`config.mk`:
```
export PLATFORM = sky130hd
export DESIGN_NAME = axi_rd_ctrl_flat
export DESIGN_NICKNAME = d
export VERILOG_FILES = /design/src/source/mem_pkg.sv /design/src/source/axi_pkg.sv /design/src/source/mem_port_if.sv /design/src/source/axi_rd_ctrl.sv /design/src/flat_wrapper.sv
export VERILOG_INCLUDE_DIRS = /design/src /design/src/source
export SDC_FILE = /design/constraint.sdc
export NUM_CORES = 1
export LEC_CHECK = 0
export BUFFER_PORTS_ARGS = -buffer_cell sky130_fd_sc_hd__buf_4
export CAP_MARGIN = 0
export CORE_MARGIN = 3
export CORE_UTILIZATION = 38
export DETAILED_ROUTE_END_ITERATION = 12
export PLACE_DENSITY = 0.82
export SLEW_MARGIN = 20
export SYNTH_ARGS = -nofsm -noshare
export SYNTH_HDL_FRONTEND = slang
export SYNTH_SLANG_ARGS = --single-unit
```
`constraint.sdc`:
```
create_clock -name i_aclk -period 2.58 [get_ports i_aclk]
set_clock_uncertainty 0.15 [all_clocks]
set_input_delay 0.258 -clock i_aclk [delete_from_list [all_inputs] [get_ports i_aclk]]
set_output_delay 0.258 -clock i_aclk [all_outputs]
set_load 0.1 [all_outputs]
```
`src/source/axi_sram_config.svh`:
```
// Bus and memory size macros for the AXI SRAM, included by packages, RTL and testbench
`ifndef AXI_SRAM_CONFIG_SVH
`define AXI_SRAM_CONFIG_SVH

// --------------------
// AXI bus
// --------------------
`define AXI_DATA_WIDTH 64
`define AXI_ADDR_WIDTH 32
`define AXI_ID_WIDTH   4

// --------------------
// Memory array
// --------------------
// Depth in full-width words
`define SRAM_DEPTH 1024

`endif
```
`src/source/mem_pkg.sv`:
```
// Memory-side types and the address range rule for the AXI SRAM array
`include "axi_sram_config.svh"

package mem_pkg;

  localparam int unsigned WORD_BYTES = `AXI_DATA_WIDTH / 8;
  localparam int unsigned OFFS_BITS  = $clog2(WORD_BYTES);
  localparam int unsigned IDX_WIDTH  = $clog2(`SRAM_DEPTH);

  typedef logic [`AXI_DATA_WIDTH-1:0] word_t;
  typedef logic [WORD_BYTES-1:0]      strb_t;
  typedef logic [IDX_WIDTH-1:0]       widx_t;
  typedef logic [`AXI_ADDR_WIDTH-1:0] byte_addr_t;

  // True when the word holding this byte address exists in the array
  function automatic logic in_range(input byte_addr_t addr);
    return addr[`AXI_ADDR_WIDTH-1:OFFS_BITS] < `SRAM_DEPTH;
  endfunction

  function automatic widx_t word_index(input byte_addr_t addr);
    return addr[OFFS_BITS +: IDX_WIDTH];
  endfunction

endpackage

```
`src/source/axi_pkg.sv`:
```
// AXI4 protocol types shared by the channel controllers, the top level and the checker
`include "axi_sram_config.svh"

package axi_pkg;

  // Burst encoding as on AxBURST
  typedef enum logic [1:0] {
    BURST_FIXED = 2'b00,
    BURST_INCR  = 2'b01,
    BURST_WRAP  = 2'b10
  } burst_e;

  typedef enum logic [1:0] {
    RESP_OKAY   = 2'b00,
    RESP_SLVERR = 2'b10
  } resp_e;

  // Beats minus one
  typedef logic [7:0] len_t;

  typedef logic [`AXI_ID_WIDTH-1:0] id_t;

  // Only FIXED and INCR are served, anything else errors every beat
  function automatic logic burst_supported(input burst_e burst);
    return (burst == BURST_FIXED) || (burst == BURST_INCR);
  endfunction

endpackage

```
`src/source/mem_port_if.sv`:
```
// One SRAM access port between a channel controller and the memory array
`timescale 1ns/100ps

interface mem_port_if
  import mem_pkg::*;
();

  logic  en;
  logic  we;
  widx_t idx;
  word_t wdata;
  strb_t wstrb;
  // Registered read data, valid the cycle after en without we
  word_t rdata;

  modport ctrl (
    output en, we, idx, wdata, wstrb,
    input  rdata
  );

  modport mem (
    input  en, we, idx, wdata, wstrb,
    output rdata
  );

endinterface

```
`src/source/axi_rd_ctrl.sv`:
```
// AXI4 read channel controller, accepts AR and streams FIXED or INCR bursts from the SRAM
`timescale 1ns/100ps

module axi_rd_ctrl
  import axi_pkg::*, mem_pkg::*;
(
  input  logic       i_aclk,
  input  logic       i_rst,
  input  id_t        i_arid,
  input  byte_addr_t i_araddr,
  input  len_t       i_arlen,
  input  logic [1:0] i_arburst,
  input  logic       i_arvalid,
  output logic       o_arready,
  output id_t        o_rid,
  output word_t      o_rdata,
  output logic [1:0] o_rresp,
  output logic       o_rlast,
  output logic       o_rvalid,
  input  logic       i_rready,
  mem_port_if.ctrl   mem
);

  typedef enum logic {
    RD_IDLE,
    RD_BURST
  } rd_state_e;

  rd_state_e  state_q;
  id_t        id_q;
  len_t       len_q;
  len_t       beat_q;
  burst_e     burst_q;
  byte_addr_t addr_q;
  byte_addr_t next_addr;
  logic       ar_fire;
  logic       r_fire;
  logic       last_beat;
  logic       beat_err;

  assign ar_fire   = i_arvalid && o_arready;
  assign r_fire    = o_rvalid && i_rready;
  assign last_beat = (beat_q == len_q);
  assign beat_err  = !burst_supported(burst_q) || !in_range(addr_q);

  // FIXED and WRAP keep the address, INCR steps one word
  assign next_addr = (burst_q == BURST_INCR) ? addr_q + byte_addr_t'(WORD_BYTES) : addr_q;

  // --------------------
  // State
  // --------------------
  always_ff @(posedge i_aclk) begin
    if (i_rst) begin
      state_q <= RD_IDLE;
    end else begin
      case (state_q)
        RD_IDLE:  if (ar_fire) state_q <= RD_BURST;
        RD_BURST: if (r_fire && last_beat) state_q <= RD_IDLE;
        default:  state_q <= RD_IDLE;
      endcase
    end
  end

  // Burst context, address moves on every R transfer
  always_ff @(posedge i_aclk) begin
    if (ar_fire) begin
      id_q    <= i_arid;
      len_q   <= i_arlen;
      burst_q <= burst_e'(i_arburst);
      addr_q  <= i_araddr;
      beat_q  <= '0;
    end else if (r_fire) begin
      addr_q <= next_addr;
      beat_q <= beat_q + 1'b1;
    end
  end

  // --------------------
  // Memory port
  // --------------------
  // Beat 0 fetched on AR, each later beat on the previous R transfer
  assign mem.en    = ar_fire || (r_fire && !last_beat);
  assign mem.we    = 1'b0;
  assign mem.idx   = ar_fire ? word_index(i_araddr) : word_index(next_addr);
  assign mem.wdata = '0;
  assign mem.wstrb = '0;

  // --------------------
  // AXI outputs
  // --------------------
  assign o_arready = (state_q == RD_IDLE);
  assign o_rvalid  = (state_q == RD_BURST);
  assign o_rid     = id_q;
  assign o_rlast   = o_rvalid && last_beat;
  assign o_rresp   = beat_err ? RESP_SLVERR : RESP_OKAY;
  assign o_rdata   = beat_err ? '0 : mem.rdata;

endmodule

```
`src/flat_wrapper.sv`:
```
// flat-port wrapper written by rule: the top's interface ports become plain ports
module axi_rd_ctrl_flat import axi_pkg::*, mem_pkg::*;
  (i_aclk, i_rst, i_arid, i_araddr, i_arlen, i_arburst, i_arvalid, o_arready, o_rid, o_rdata, o_rresp, o_rlast, o_rvalid, i_rready, mem_en, mem_we, mem_idx, mem_wdata, mem_wstrb, mem_rdata);
  mem_port_if mem_i ();
  input  logic i_aclk;
  input  logic i_rst;
  input  id_t i_arid;
  input  byte_addr_t i_araddr;
  input  len_t i_arlen;
  input  logic [1:0] i_arburst;
  input  logic i_arvalid;
  output logic o_arready;
  output id_t o_rid;
  output word_t o_rdata;
  output logic [1:0] o_rresp;
  output logic o_rlast;
  output logic o_rvalid;
  input  logic i_rready;
  output wire logic [$bits(mem_i.en)-1:0] mem_en;
  output wire logic [$bits(mem_i.we)-1:0] mem_we;
  output wire logic [$bits(mem_i.idx)-1:0] mem_idx;
  output wire logic [$bits(mem_i.wdata)-1:0] mem_wdata;
  output wire logic [$bits(mem_i.wstrb)-1:0] mem_wstrb;
  input wire logic [$bits(mem_i.rdata)-1:0] mem_rdata;
  assign mem_en = mem_i.en;
  assign mem_we = mem_i.we;
  assign mem_idx = mem_i.idx;
  assign mem_wdata = mem_i.wdata;
  assign mem_wstrb = mem_i.wstrb;
  assign mem_i.rdata = mem_rdata;
  axi_rd_ctrl u_core (.i_aclk(i_aclk), .i_rst(i_rst), .i_arid(i_arid), .i_araddr(i_araddr), .i_arlen(i_arlen), .i_arburst(i_arburst), .i_arvalid(i_arvalid), .o_arready(o_arready), .o_rid(o_rid), .o_rdata(o_rdata), .o_rresp(o_rresp), .o_rlast(o_rlast), .o_rvalid(o_rvalid), .i_rready(i_rready), .mem(mem_i));
endmodule
```
---- Word level (Yosys, flattened, before mapping) ----
Cells that the tools add are included.
storage, ports and cells
  bits in registers ....................... 55
  word-level logic and storage cells ...... 37
cells by class
  equal/unequal tests ..................... 2
  magnitude comparators ................... 1
  add/subtract/negate cells ............... 2
  multiplexer cells ....................... 9
  bitwise operators ....................... 1
  reduce and logical (&&, ||, !) cells .... 15
operator list
  operator                 count
  $mux W32                 3
  $mux W64                 1
  $add A32 B4 Y32 const B  1
  $lt A29 B11 Y1 const B   1
  $mux W10                 1
  $add A8 B1 Y8 const B    1
  $eq A8 B8 Y1             1
  $logic_and A1 B1 Y1      5
  $reduce_bool A2 Y1       2
  $logic_not A1 Y1         3
  $logic_or A1 B1 Y1       3
  $eq A2 B1 Y1 const B     1
  $logic_not A2 Y1         1
  $mux W1                  2
  $mux W2                  1
  $pmux W1 S2              1
  $reduce_and A2 Y1        1
  $not A1 Y1               1

---- Longest topological paths before layout ----
  depth after elaboration ................. 5
  mapped depth ............................ 7
  depth with buffers taken out ............ 6

---- Worst setup path after synthesis ----
Ideal clock, no wire load.
  path type ............................... reg-to-reg
  start ................................... register u_core.state_q, in the netlist u_core.o_rvalid
  end ..................................... register u_core.addr_q[10], data pin
  cell stages (with the launch flop) ...... 6
  data required time ...................... 1.806 ns
  clock period less this slack ............ 5.463 ns
  data arrival time ....................... 4.689 ns
  path slack .............................. -2.883 ns
  setup time .............................. 0.624 ns
  path buffers ............................ 1
  cell sequence ........................... dfxtp_1 > inv_1 > nand2_1 > clkinv_1 > buf_6 > o21ai_0
on the way
  longest elaborated chain between the ends .. 3
RTL lines
  item                    line                RTL
  start, declared         axi_rd_ctrl.sv:29   rd_state_e state_q;
  start signal, assigned  axi_rd_ctrl.sv:54   state_q <= RD_IDLE;
  start signal, assigned  axi_rd_ctrl.sv:57   RD_IDLE: if (ar_fire) state_q <= RD_BURST;
  start signal, assigned  axi_rd_ctrl.sv:58   RD_BURST: if (r_fire && last_beat) state_q <= RD_IDLE;
  $not A1 Y1              axi_rd_ctrl.sv:91   assign o_arready = (state_q == RD_IDLE);
  net o_arready           flat_wrapper.sv:12  output logic o_arready;
  $logic_and A1 B1 Y1     axi_rd_ctrl.sv:41   assign ar_fire = i_arvalid && o_arready;
  $mux W32                axi_rd_ctrl.sv:66   if (ar_fire) begin
  end signal, assigned    axi_rd_ctrl.sv:70   addr_q <= i_araddr;
  end signal, assigned    axi_rd_ctrl.sv:73   addr_q <= next_addr;
  end, declared           axi_rd_ctrl.sv:34   byte_addr_t addr_q;
The timed path passes the listed nets, and every way through them passes these cells.
A chain may end at the register's enable or synchronous reset.

---- Final worst setup path ----
  start ................................... register u_core.addr_q[29]
  end ..................................... output port o_rdata[33]
on the way
  longest elaborated chain between the ends .. 4
RTL lines
  item                      line                RTL
  $lt A29 B11 Y1 (no line)  -
  $logic_not A1 Y1          axi_rd_ctrl.sv:44   assign beat_err = !burst_supported(burst_q) || !in_range(addr_q);
  $logic_or A1 B1 Y1        axi_rd_ctrl.sv:44
  $mux W64                  axi_rd_ctrl.sv:96   assign o_rdata = beat_err ? '0 : mem.rdata;
  end, declared             flat_wrapper.sv:14  output word_t o_rdata;
No other way between the ends.

==> run_results.csv <==
group,metric,value,unit
status,status,"completed",
detailed_routing,drt_iter0_markers,148,
detailed_routing,wire_per_inst,16.7,µm
cells_and_area,final_cell_area,5870,µm²
cells_and_area,final_cell_mix,"buf_4 (139), conb_1 (74), buf_6 (64)",
cells_and_area,drive_above_1_share,46.1,%
sta,max_slew.worst_pin.slew,0.587,ns
detailed_routing,drt-pass1-iter-count,4,
power_and_ir_drop,p_leak,0.00257,µW
synthesis,avgSynthCellArea,9.00,µm²
clock_network,cts_tree,"built",
floorplanning,rows,35,
synthesis,ys_seq_area_share,39.2,%
global_routing,grt_pass1_vias,3321,
setup_path,arrival,2.06,ns
synthesis,synth_cells,417,
synthesis,ys_ff_latch,52,
setup_path,path_class,"flip-flop to primary output",
global_routing,grt_start_max_net_pins,66,
setup_path,required,2.17,ns
sta,fmax,405,MHz
setup_path,cp-end-kind,"primary output",
sta,slew_viol_final,0,
global_routing,grt_usage,20.8,%
clock_network,clkSinkCount,52,
sta,fin_crit,2.47,ns
place,globalplace.congestion,0.883,
global_routing,grt_first_pass_wirelength,18.1,mm
power_and_ir_drop,peakVddDrop,0.345,mV
synthesis,ys_warn_count,0,
clock_network,cts_buffers,5,
place,place_inst,726,
power_and_ir_drop,power_per_cell_area,465,nW/µm²
cells_and_area,n_antenna_cell,0,
place,io_buffers,193,
clock_network,clockBufferDepth,2,
global_routing,grt.overflow.total,0,
setup_path,start_kind,"flip-flop",
detailed_routing,viasPerCell,4.55,
floorplanning,initial_utilization,39.9,%
cells_and_area,fin_util,62.3,%
clock_network,insertion_delay,0.31,ns
cells_and_area,area_growth,56.4,%
detailed_routing,routed_wl,12.7,mm
min_path,min_path_type,"input port to flip-flop",
clock_network,cts-root-buf,"clkbuf_8",
sta,setup_viol,0,
detailed_routing,num_vias,3452,
cells_and_area,layout.cells.non_filler,758,
synthesis,syn_area,3750,µm²
floorplanning,die_h,105,µm
detailed_routing,drc,0,
place,dpl_cell_area,5260,µm²
sta,slew_headroom,60.8,%
sta,fin_setup_tns,0,ns
synthesis,ys_types,37,
floorplanning,die_area,11100,µm²
job,drv_cap,0,
floorplanning,io_pins,271,
clock_network,path_clk_slew,0.10,ns
detailed_routing,ant_nets,0,
sta,hold_viol,0,
place,dp_hpwl,9.86,mm
floorplanning,fp.dieW,105,µm
clock_network,cts.htree.levels,2,
floorplanning,core-area,9420,µm²
cells_and_area,mostFrequentLayoutCell,"buf_4",
cells_and_area,fin_nets,744,
global_routing,antenna_found_initial,1,
sta,fin_crit_sh,95.7,%
setup_path,worstPathMaxFanout,33,
-- per-layer routing --
metal	vias to the layer above	global-route usage (%)	routed length (µm)
li1	1672	-	-
met1	1621	27.4	5270
met2	150	35.7	6410
met3	9	4.84	899
met4	0	2.81	112
met5	-	0	0
-- where the power goes --
group / internal [µW] / switching, µW / leakage [µW] / total [µW]
Combinational: 257 / 855 / 0.00202 / 1110
Clock: 287 / 277 / 0.0000541 / 565
Sequential: 986 / 68.7 / 0.000492 / 1050
Total: 1530 / 1200 / 0.00257 / 2730
-- stage by stage --
step / hold slack (ns) / power, µW / setup WS [ns]
floorplan: 0.171 / 2010 / -0.238
global placement: 0.259 / 2130 / 0.373
detailed placement: 0.267 / 2150 / 0.314
CTS: 0.0613 / 2730 / 0.000716
global route: 0.0794 / 2830 / -0.00452
finish: 0.0699 / 2730 / 0.111
-- final timing paths --
path	start	endpoint	slack, ns	cells past startpoint
min reg2reg	u_core.beat_q[1]	u_core.beat_q[1]	0.39	2
min	i_araddr[28]	u_core.addr_q[28]	0.07	3
max reg2reg	u_core.addr_q[3]	u_core.addr_q[31]	0.32	6
max	u_core.addr_q[29]	o_rdata[33]	0.11	6
-- cells in the mapped netlist (all sizes together) --
master	count	area, µm²
or4	1	11.3
a31oi	1	6.26
ha	2	25.0
xnor2	31	272
conb	1	3.75
nor2	19	71.3
nor4	8	65.1
nor3	13	65.1
clkinv	1	3.75
and3	2	12.5
a211oi	1	7.51
and4	4	37.5
buf	78	589
nor2b	1	6.26
xor2	12	105
clkbuf	13	50.0
nand4	15	106
o31ai	1	7.51
edfxtp	43	1290
dfxtp	9	180
nand2b	1	6.26
nand2	46	173
a21oi	1	5.00
or3	1	6.26
o21ai	28	144
and2	66	413
inv	5	18.8
nand3	13	70.1
-- state kept, by name (all words and copies together) (netlist names) --
name and count:
u_core.addr_q 29, u_core.beat_q 8, u_core.burst_q 2, u_core.len_q 8
u_core.o_rid 4, u_core.o_rvalid 1
-- cell families after synthesis --
group	Yosys count	share of synthesized area [%]
buffers and inverters	97	17.6
xor gates and xnor gates	43	10.0
and+or+nand+nor	190	27.8
AOI/OAI and AO/OA	32	4.53
DFF	52	39.2
other	1	0.0999
adders and majority gates	2	0.667
-- layout make-up --
class | instances | area (µm²)
fill | 791 | 3550
timing repair buffer | 222 | 1990
clock inverter | 3 | 42.5
multi-input combinational | 341 | 2100
inverter | 6 | 27.5
sequential | 52 | 1480
clock buffer | 5 | 68.8
tap | 129 | 161
-- worst max-delay path, stage by stage, from the launching register on --
cell	delay, ns
edfxtp_1	0.45
nor4_1	0.31
nand2_1	0.14
nor2_4	0.20
buf_12	0.19
and2_2	0.21
buf_6	0.24
-- timing repair --
action                                 in CTS  in global routing
gates resized for setup                    11                 58
setup endpoints to repair                  11                 68
endpoints found under the hold margin      15                  0
hold buffers                               15                  0
gates cloned                                0                  1
pin swaps                                   0                  1
setup buffers                               0                  8
(Power assumes the default switching activity.)
