## config.mk

```make
export PLATFORM = sky130hd
export DESIGN_NAME = axi_wr_ctrl_flat
export DESIGN_NICKNAME = d
export VERILOG_FILES = /design/src/source/mem_pkg.sv /design/src/source/axi_pkg.sv /design/src/source/mem_port_if.sv /design/src/source/axi_wr_ctrl.sv /design/src/flat_wrapper.sv
export VERILOG_INCLUDE_DIRS = /design/src /design/src/source
export SDC_FILE = /design/constraint.sdc
export NUM_CORES = 1
export LEC_CHECK = 0
export ABC_AREA = 1
export ABC_CLOCK_PERIOD_IN_PS = 6700
export BUFFER_PORTS_ARGS = -buffer_cell sky130_fd_sc_hd__buf_2
export CAP_MARGIN = 20
export CORE_AREA = 2 2 107 109
export DETAILED_ROUTE_END_ITERATION = 10
export DIE_AREA = 0 0 109 111
export PLACE_DENSITY = 0.71
export SLEW_MARGIN = 20
export SYNTH_ARGS = -nofsm -noshare
export SYNTH_HDL_FRONTEND = slang
export SYNTH_SLANG_ARGS = --single-unit
export TNS_END_PERCENT = 20
```

## constraint.sdc

```tcl
create_clock -name i_aclk -period 6.7 [get_ports i_aclk]
set_input_delay 0.67 -clock i_aclk [delete_from_list [all_inputs] [get_ports i_aclk]]
set_output_delay 0.67 -clock i_aclk [all_outputs]
set_load 0.01 [all_outputs]
```

## src/source/axi_sram_config.svh

```systemverilog
// Bus and memory size macros for the AXI SRAM, included by packages, RTL and testbench
`ifndef AXI_SRAM_CONFIG_SVH
`define AXI_SRAM_CONFIG_SVH

// --------------------
// AXI bus
// --------------------
`define AXI_DATA_WIDTH 64
`define AXI_ADDR_WIDTH 32
`define AXI_ID_WIDTH   4

// --------------------
// Memory array
// --------------------
// Depth in full-width words
`define SRAM_DEPTH 1024

`endif
```

## src/source/mem_pkg.sv

```systemverilog
// Memory-side types and the address range rule for the AXI SRAM array
`include "axi_sram_config.svh"

package mem_pkg;

  localparam int unsigned WORD_BYTES = `AXI_DATA_WIDTH / 8;
  localparam int unsigned OFFS_BITS  = $clog2(WORD_BYTES);
  localparam int unsigned IDX_WIDTH  = $clog2(`SRAM_DEPTH);

  typedef logic [`AXI_DATA_WIDTH-1:0] word_t;
  typedef logic [WORD_BYTES-1:0]      strb_t;
  typedef logic [IDX_WIDTH-1:0]       widx_t;
  typedef logic [`AXI_ADDR_WIDTH-1:0] byte_addr_t;

  // True when the word holding this byte address exists in the array
  function automatic logic in_range(input byte_addr_t addr);
    return addr[`AXI_ADDR_WIDTH-1:OFFS_BITS] < `SRAM_DEPTH;
  endfunction

  function automatic widx_t word_index(input byte_addr_t addr);
    return addr[OFFS_BITS +: IDX_WIDTH];
  endfunction

endpackage

```

## src/source/axi_pkg.sv

```systemverilog
// AXI4 protocol types shared by the channel controllers, the top level and the checker
`include "axi_sram_config.svh"

package axi_pkg;

  // Burst encoding as on AxBURST
  typedef enum logic [1:0] {
    BURST_FIXED = 2'b00,
    BURST_INCR  = 2'b01,
    BURST_WRAP  = 2'b10
  } burst_e;

  typedef enum logic [1:0] {
    RESP_OKAY   = 2'b00,
    RESP_SLVERR = 2'b10
  } resp_e;

  // Beats minus one
  typedef logic [7:0] len_t;

  typedef logic [`AXI_ID_WIDTH-1:0] id_t;

  // Only FIXED and INCR are served, anything else errors every beat
  function automatic logic burst_supported(input burst_e burst);
    return (burst == BURST_FIXED) || (burst == BURST_INCR);
  endfunction

endpackage

```

## src/source/mem_port_if.sv

```systemverilog
// One SRAM access port between a channel controller and the memory array
`timescale 1ns/100ps

interface mem_port_if
  import mem_pkg::*;
();

  logic  en;
  logic  we;
  widx_t idx;
  word_t wdata;
  strb_t wstrb;
  // Registered read data, valid the cycle after en without we
  word_t rdata;

  modport ctrl (
    output en, we, idx, wdata, wstrb,
    input  rdata
  );

  modport mem (
    input  en, we, idx, wdata, wstrb,
    output rdata
  );

endinterface

```

## src/source/axi_wr_ctrl.sv

```systemverilog
// AXI4 write channel controller, takes AW and W beats into the SRAM and returns one B per burst
`timescale 1ns/100ps

module axi_wr_ctrl
  import axi_pkg::*, mem_pkg::*;
(
  input  logic       i_aclk,
  input  logic       i_rst,
  input  id_t        i_awid,
  input  byte_addr_t i_awaddr,
  input  len_t       i_awlen,
  input  logic [1:0] i_awburst,
  input  logic       i_awvalid,
  output logic       o_awready,
  input  word_t      i_wdata,
  input  strb_t      i_wstrb,
  input  logic       i_wlast,
  input  logic       i_wvalid,
  output logic       o_wready,
  output id_t        o_bid,
  output logic [1:0] o_bresp,
  output logic       o_bvalid,
  input  logic       i_bready,
  mem_port_if.ctrl   mem
);

  typedef enum logic [1:0] {
    WR_IDLE,
    WR_DATA,
    WR_RESP
  } wr_state_e;

  wr_state_e  state_q;
  id_t        id_q;
  len_t       len_q;
  len_t       beat_q;
  burst_e     burst_q;
  byte_addr_t addr_q;
  logic       err_q;
  logic       aw_fire;
  logic       w_fire;
  logic       b_fire;
  logic       beat_ok;
  logic       len_ok;

  assign aw_fire = i_awvalid && o_awready;
  assign w_fire  = i_wvalid && o_wready;
  assign b_fire  = o_bvalid && i_bready;
  assign beat_ok = burst_supported(burst_q) && in_range(addr_q);
  // WLAST must land on beat AWLEN
  assign len_ok  = (i_wlast == (beat_q == len_q));

  always_ff @(posedge i_aclk) begin
    if (i_rst) begin
      state_q <= WR_IDLE;
    end else begin
      case (state_q)
        WR_IDLE: if (aw_fire) state_q <= WR_DATA;
        WR_DATA: if (w_fire && i_wlast) state_q <= WR_RESP;
        WR_RESP: if (b_fire) state_q <= WR_IDLE;
        default: state_q <= WR_IDLE;
      endcase
    end
  end

  // Sticky error collects every bad beat of the burst
  always_ff @(posedge i_aclk) begin
    if (aw_fire) begin
      id_q    <= i_awid;
      len_q   <= i_awlen;
      burst_q <= burst_e'(i_awburst);
      addr_q  <= i_awaddr;
      beat_q  <= '0;
      err_q   <= 1'b0;
    end else if (w_fire) begin
      if (burst_q == BURST_INCR) begin
        addr_q <= addr_q + byte_addr_t'(WORD_BYTES);
      end
      beat_q <= beat_q + 1'b1;
      err_q  <= err_q || !beat_ok || !len_ok;
    end
  end

  // --------------------
  // Memory port
  // --------------------
  assign mem.en    = w_fire && beat_ok;
  assign mem.we    = 1'b1;
  assign mem.idx   = word_index(addr_q);
  assign mem.wdata = i_wdata;
  assign mem.wstrb = i_wstrb;

  assign o_awready = (state_q == WR_IDLE);
  assign o_wready  = (state_q == WR_DATA);
  assign o_bvalid  = (state_q == WR_RESP);
  assign o_bid     = id_q;
  assign o_bresp   = err_q ? RESP_SLVERR : RESP_OKAY;

endmodule

```

## src/flat_wrapper.sv

```systemverilog
// flat-port wrapper written by rule: the top's interface ports become plain ports
module axi_wr_ctrl_flat import axi_pkg::*, mem_pkg::*;
  (i_aclk, i_rst, i_awid, i_awaddr, i_awlen, i_awburst, i_awvalid, o_awready, i_wdata, i_wstrb, i_wlast, i_wvalid, o_wready, o_bid, o_bresp, o_bvalid, i_bready, mem_en, mem_we, mem_idx, mem_wdata, mem_wstrb, mem_rdata);
  mem_port_if mem_i ();
  input  logic i_aclk;
  input  logic i_rst;
  input  id_t i_awid;
  input  byte_addr_t i_awaddr;
  input  len_t i_awlen;
  input  logic [1:0] i_awburst;
  input  logic i_awvalid;
  output logic o_awready;
  input  word_t i_wdata;
  input  strb_t i_wstrb;
  input  logic i_wlast;
  input  logic i_wvalid;
  output logic o_wready;
  output id_t o_bid;
  output logic [1:0] o_bresp;
  output logic o_bvalid;
  input  logic i_bready;
  output wire logic [$bits(mem_i.en)-1:0] mem_en;
  output wire logic [$bits(mem_i.we)-1:0] mem_we;
  output wire logic [$bits(mem_i.idx)-1:0] mem_idx;
  output wire logic [$bits(mem_i.wdata)-1:0] mem_wdata;
  output wire logic [$bits(mem_i.wstrb)-1:0] mem_wstrb;
  input wire logic [$bits(mem_i.rdata)-1:0] mem_rdata;
  assign mem_en = mem_i.en;
  assign mem_we = mem_i.we;
  assign mem_idx = mem_i.idx;
  assign mem_wdata = mem_i.wdata;
  assign mem_wstrb = mem_i.wstrb;
  assign mem_i.rdata = mem_rdata;
  axi_wr_ctrl u_core (.i_aclk(i_aclk), .i_rst(i_rst), .i_awid(i_awid), .i_awaddr(i_awaddr), .i_awlen(i_awlen), .i_awburst(i_awburst), .i_awvalid(i_awvalid), .o_awready(o_awready), .i_wdata(i_wdata), .i_wstrb(i_wstrb), .i_wlast(i_wlast), .i_wvalid(i_wvalid), .o_wready(o_wready), .o_bid(o_bid), .o_bresp(o_bresp), .o_bvalid(o_bvalid), .i_bready(i_bready), .mem(mem_i));
endmodule
```

# After elaboration in Yosys (flattened, before gate mapping)
# Cells that the tools add are included.
[word_totals]
regBits = 57
inputBits = 188
output_inout_bits = 93
word_cells = 43
[classes]
n_addsub = 2
magnitude_cmp = 1
n_eq_ne = 8
muxes = 8
n_reduce_logical = 17
[op_table]
columns = ["operator", "n"]
rows = [
  ["$mux W32", 3],
  ["$add A32 B4 Y32 const B", 1],
  ["$lt A29 B11 Y1 const B", 1],
  ["$add A8 B1 Y8 const B", 1],
  ["$eq A8 B8 Y1", 1],
  ["$mux W2", 4],
  ["$logic_and A1 B1 Y1", 6],
  ["$ne A2 B2 Y1 const B", 3],
  ["$pmux W2 S3", 1],
  ["$eq A2 B1 Y1 const B", 2],
  ["$logic_not A2 Y1", 2],
  ["$reduce_bool A2 Y1", 2],
  ["$logic_or A1 B1 Y1", 3],
  ["$reduce_and A3 Y1", 1],
  ["$eq A2 B2 Y1 const B", 1],
  ["$logic_not A1 Y1", 2],
  ["$reduce_and A2 Y1", 1],
  ["$eq A1 B1 Y1", 1],
]

# Longest topological paths before layout
[depth]
depth_word = 6
depth_mapped = 11

# Least setup slack after synthesis
# OpenSTA, ideal clock, no wires.
[synth_path]
kind = "input to register"
start = "input port i_wvalid"
end = "register u_core.addr_q[10], enable pin"
arrival_ps = 2987
required_time_ps = 6241
setup_slack_ps = 3254
cell_stages = 2
cell_sequence = "nand2_2 o31ai_1"
[synth_between]
elab_chain_cells = 3
[synth_lines]
columns = ["element", "line_no", "rtl"]
rows = [
  ["from (decl)", "flat_wrapper.sv:16", "input logic i_wvalid;"],
  ["$logic_and A1 B1 Y1", "axi_wr_ctrl.sv:47", "assign w_fire = i_wvalid && o_wready;"],
  ["$reduce_bool A2 Y1 (no line)", "--", ""],
  ["$reduce_and A2 Y1 (no line)", "--", ""],
  ["to (signal assigned)", "axi_wr_ctrl.sv:72", "addr_q <= i_awaddr;"],
  ["to (signal assigned)", "axi_wr_ctrl.sv:77", "addr_q <= addr_q + byte_addr_t'(WORD_BYTES);"],
  ["to (decl)", "axi_wr_ctrl.sv:38", "byte_addr_t addr_q;"],
]
# No other way between the ends.
# A chain may end at the register's enable or synchronous reset.

# Final worst setup path
[layout_path]
start = "input port i_awvalid"
end = "register u_core.addr_q[31] (data pin)"
[layout_between]
elab_chain_cells = 2
[layout_lines]
columns = ["element", "line_no", "rtl"]
rows = [
  ["from (decl)", "flat_wrapper.sv:11", "input logic i_awvalid;"],
  ["$logic_and A1 B1 Y1", "axi_wr_ctrl.sv:46", "assign aw_fire = i_awvalid && o_awready;"],
  ["$mux W32", "axi_wr_ctrl.sv:68", "if (aw_fire) begin"],
]
# No other way between the ends.

==> impl_metrics.csv <==
group,metric,value,unit
clock_tree,h-tree-depth,2,
clock_tree,cts_tree,"done",
die,ios,281,
min_path,hold_path_class,"register to register",
sta,fin_skew,7.235,ps
setup_path,path_buf_inv,4,
clock_tree,cts_made_buffers,5,
sta,period_minus_slack,2453,ps
logic_synthesis,synth_edf_count,43,
clock_tree,cts_setup_buffers,0,
clock_tree,cts-resized-gates,0,
global_routing,grt_pass1_vias,2830,
clock_tree,holdBufCountCts,0,
logic_synthesis,syn-cell-area,3841,sq um
outcome,status,"finished clean",
setup_path,required,6750,ps
die,die_x,109,um
logic_synthesis,ys.flop_type,"edfxtp_1",
setup_path,max_stage_delay,680,ps
sta,maxSlewHeadroom,0.5164,
setup_path,crit_top_cell,"nand2_1",
drt,drtIter0Drc,104,
clock_tree,cts-root-buf,"clkbuf_16",
die,dieArea,12100,sq um
final_layout,drive_above_1_share,0.2377,
sta,finalSetupTns,0,ps
sta,slew_viol_final,0,
die,core_area,11080,sq um
global_routing,antenna_found_initial,0,
setup_path,start_kind,"input pin",
logic_synthesis,synth_fp_nets,671,
pwr,ir_worst_vdd,0.1112,mV
sta,rsz0062_at_grt,"no",
sta,period_share,0.3661,
logic_synthesis,ys_seq_elements,54,
sta,fin_hold_ws,448.0,ps
die,die_h,111,um
setup_path,critPathKind,"input pin to register",
die,rows,39,
logic_synthesis,synth_area_per_cell,7.986,sq um
pwr,finalPower,0.0009073,W
sta,setup_ws,4247,ps
drt,wl_per_cell,14.46,um
logic_synthesis,yosysSeqAreaShare,0.3935,
drt,first_pass_iters,4,
setup_path,path_cells,"buf_2 -> nand2_1 -> buf_4 -> clkinv_1 -> buf_4 -> nand2_1 -> nand2_1",
logic_synthesis,async_flop_share,0,
pwr,powerDensity,231.5,nW/um^2
global_routing,grt_max_degree,32,
drt,drt-total-wl,8.823,mm
drt,drc,0,
place,hpwl,7.123,mm
drt,ant_nets,0,
place,io_buffers,67,
place,routabilityCongestion,0.8742,
final_layout,diodes,0,
global_routing,grt_use_total,0.1459,
drt,vias,2818,
drt,vias_per_cell,4.620,
logic_synthesis,ys_types,34,
clock_tree,clock_latency,290,ps
global_routing,grt_overflow,0,
sta,tightest_slew,725.4,ps
pwr,leakagePower,1.757,nW
clock_tree,clkSinkCount,54,
sta,max_freq,0.4077,GHz
logic_synthesis,syn_inst,481,
setup_path,crit_path_max_fanout,31,
sta,hold_viol,0,
sta,setup_viol,0,
setup_path,cp-end-kind,"register",
run,maxCapViolations,0,
logic_synthesis,yosys_warnings,0,
clock_tree,path_clk_slew,70,ps
final_layout,nets,656,
global_routing,grt_pass1_wl,13.77,mm
final_layout,synthToLayoutAreaGrowth,2.020,%
setup_path,crit_path_top_delay_cell,"clkinv_1",
setup_path,arrival,2510,ps
die,start_util,0.3468,
clock_tree,cts_max_path_buffers,2,
setup_path,critPathTopFamily,"buffers and inverters",
place,post-place-ws,3895,ps
synthesized netlist by cell type (3+ instances only):
cell | n | area share
xnor2_1 | 7 | 0.016
nand4_1 | 6 | 0.0098
nor2_4 | 3 | 0.0088
xor2_1 | 10 | 0.023
nor3_2 | 5 | 0.013
nand2_1 | 115 | 0.11
edfxtp_1 | 43 | 0.34
inv_1 | 46 | 0.045
inv_2 | 7 | 0.0068
dfxtp_1 | 11 | 0.057
nor3_1 | 6 | 0.0078
buf_4 | 85 | 0.17
nor2_1 | 46 | 0.045
nand2_2 | 5 | 0.0081
clkbuf_1 | 5 | 0.0049
nor2_8 | 3 | 0.016
a31oi_1 | 6 | 0.0098
o21ai_1 | 8 | 0.010
a21oi_1 | 9 | 0.012
nand2_4 | 3 | 0.0088
nand3_1 | 23 | 0.030
o21ai_0 | 12 | 0.016
worst register-to-register path: stages (launching register included):
cell	delay [ps]
dfxtp_1	350
nor2_1	60
nand2_1	50
buf_4	340
clkinv_1	690
buf_4	490
nand2_1	120
nand2_1	50
per-layer routing:
metal	up-vias	GRT usage	part of all wire
met5	-	0	0
met3	32	0.05350	0.092
met4	0	0.05214	0.032
met1	1269	0.1575	0.38
li1	1416	-	-
met2	101	0.2571	0.50
placed cells by master, fill, tap and decap left out, drive strengths merged, types with 2 or more instances in the layout:
cell type / instances
dfxtp: 11
buf: 70
xor2: 10
clkbuf: 7
nor2: 53
a21oi: 9
conb: 2
xnor2: 7
a31oi: 6
ha: 2
nand3: 25
nor3: 12
inv: 52
nand4: 6
edfxtp: 43
nand2: 123
o21ai: 22
nand3b: 2
path summary, 6_finish.rpt:
| path | start | end | slack, ps | cells after the start |
|---|---|---|---|---|
| worst min register to register | u_core.err_q$_SDFFE_PP0P_ | u_core.err_q$_SDFFE_PP0P_ | 450 | 2 |
| worst min-delay path | u_core.err_q$_SDFFE_PP0P_ | u_core.err_q$_SDFFE_PP0P_ | 450 | 2 |
| worst max-delay path | i_awvalid | u_core.addr_q[31]$_DFFE_PP_ | 4250 | 7 |
| worst max register to register | u_core.state_q[0]$_SDFFE_PP0P_ | u_core.addr_q[31]$_DFFE_PP_ | 4320 | 7 |
through the flow:
stage	instance area [sq um]	utilization	cells
6_report	3919	0.3538	610
5_1_grt	3919	0.3538	610
4_1_cts	3919	0.3538	610
3_5_place_dp	3725	0.3363	602
3_3_place_gp	3725	0.3363	602
2_1_floorplan	3841	-	481
registers in the layout, summed over array words and instances, names as in the netlist:
register,count
u_core.err_q,1
u_core.burst_q,2
u_core.beat_q,8
u_core.state_q,2
u_core.len_q,8
u_core.addr_q,29
u_core.o_bid,4
cells by family after synthesis:
kind of cell               count (synthesis)  share of synthesized area
other                                      2                   0.001955
xor gates and xnor gates                  17                    0.03876
buffers and inverters                    145                     0.2254
and+or+nand+nor                          223                     0.2798
DFF                                       54                     0.3935
adders and majority gates                  2                   0.006514
AOI/OAI and AO/OA                         38                    0.05407
layout make-up:
type                       count  area, sq um
tap                          143        178.9
sequential                    54         1511
clock buffer                   7        163.9
timing repair buffer          70        357.8
fill                        1156         7158
inverter                      53        198.9
multi-input combinational    282         1478
clock inverter                 1        30.03
power by group:
group / leakage (nW) / internal [W] / total [W] / switching, W
Sequential: 0.503 / 0.000403 / 0.000433 / 0.0000301
Clock: 0.0953 / 0.000209 / 0.000329 / 0.000119
Combinational: 1.16 / 0.0000543 / 0.000145 / 0.0000912
Total: 1.76 / 0.000667 / 0.000907 / 0.000241
(Power assumes the default switching activity.)
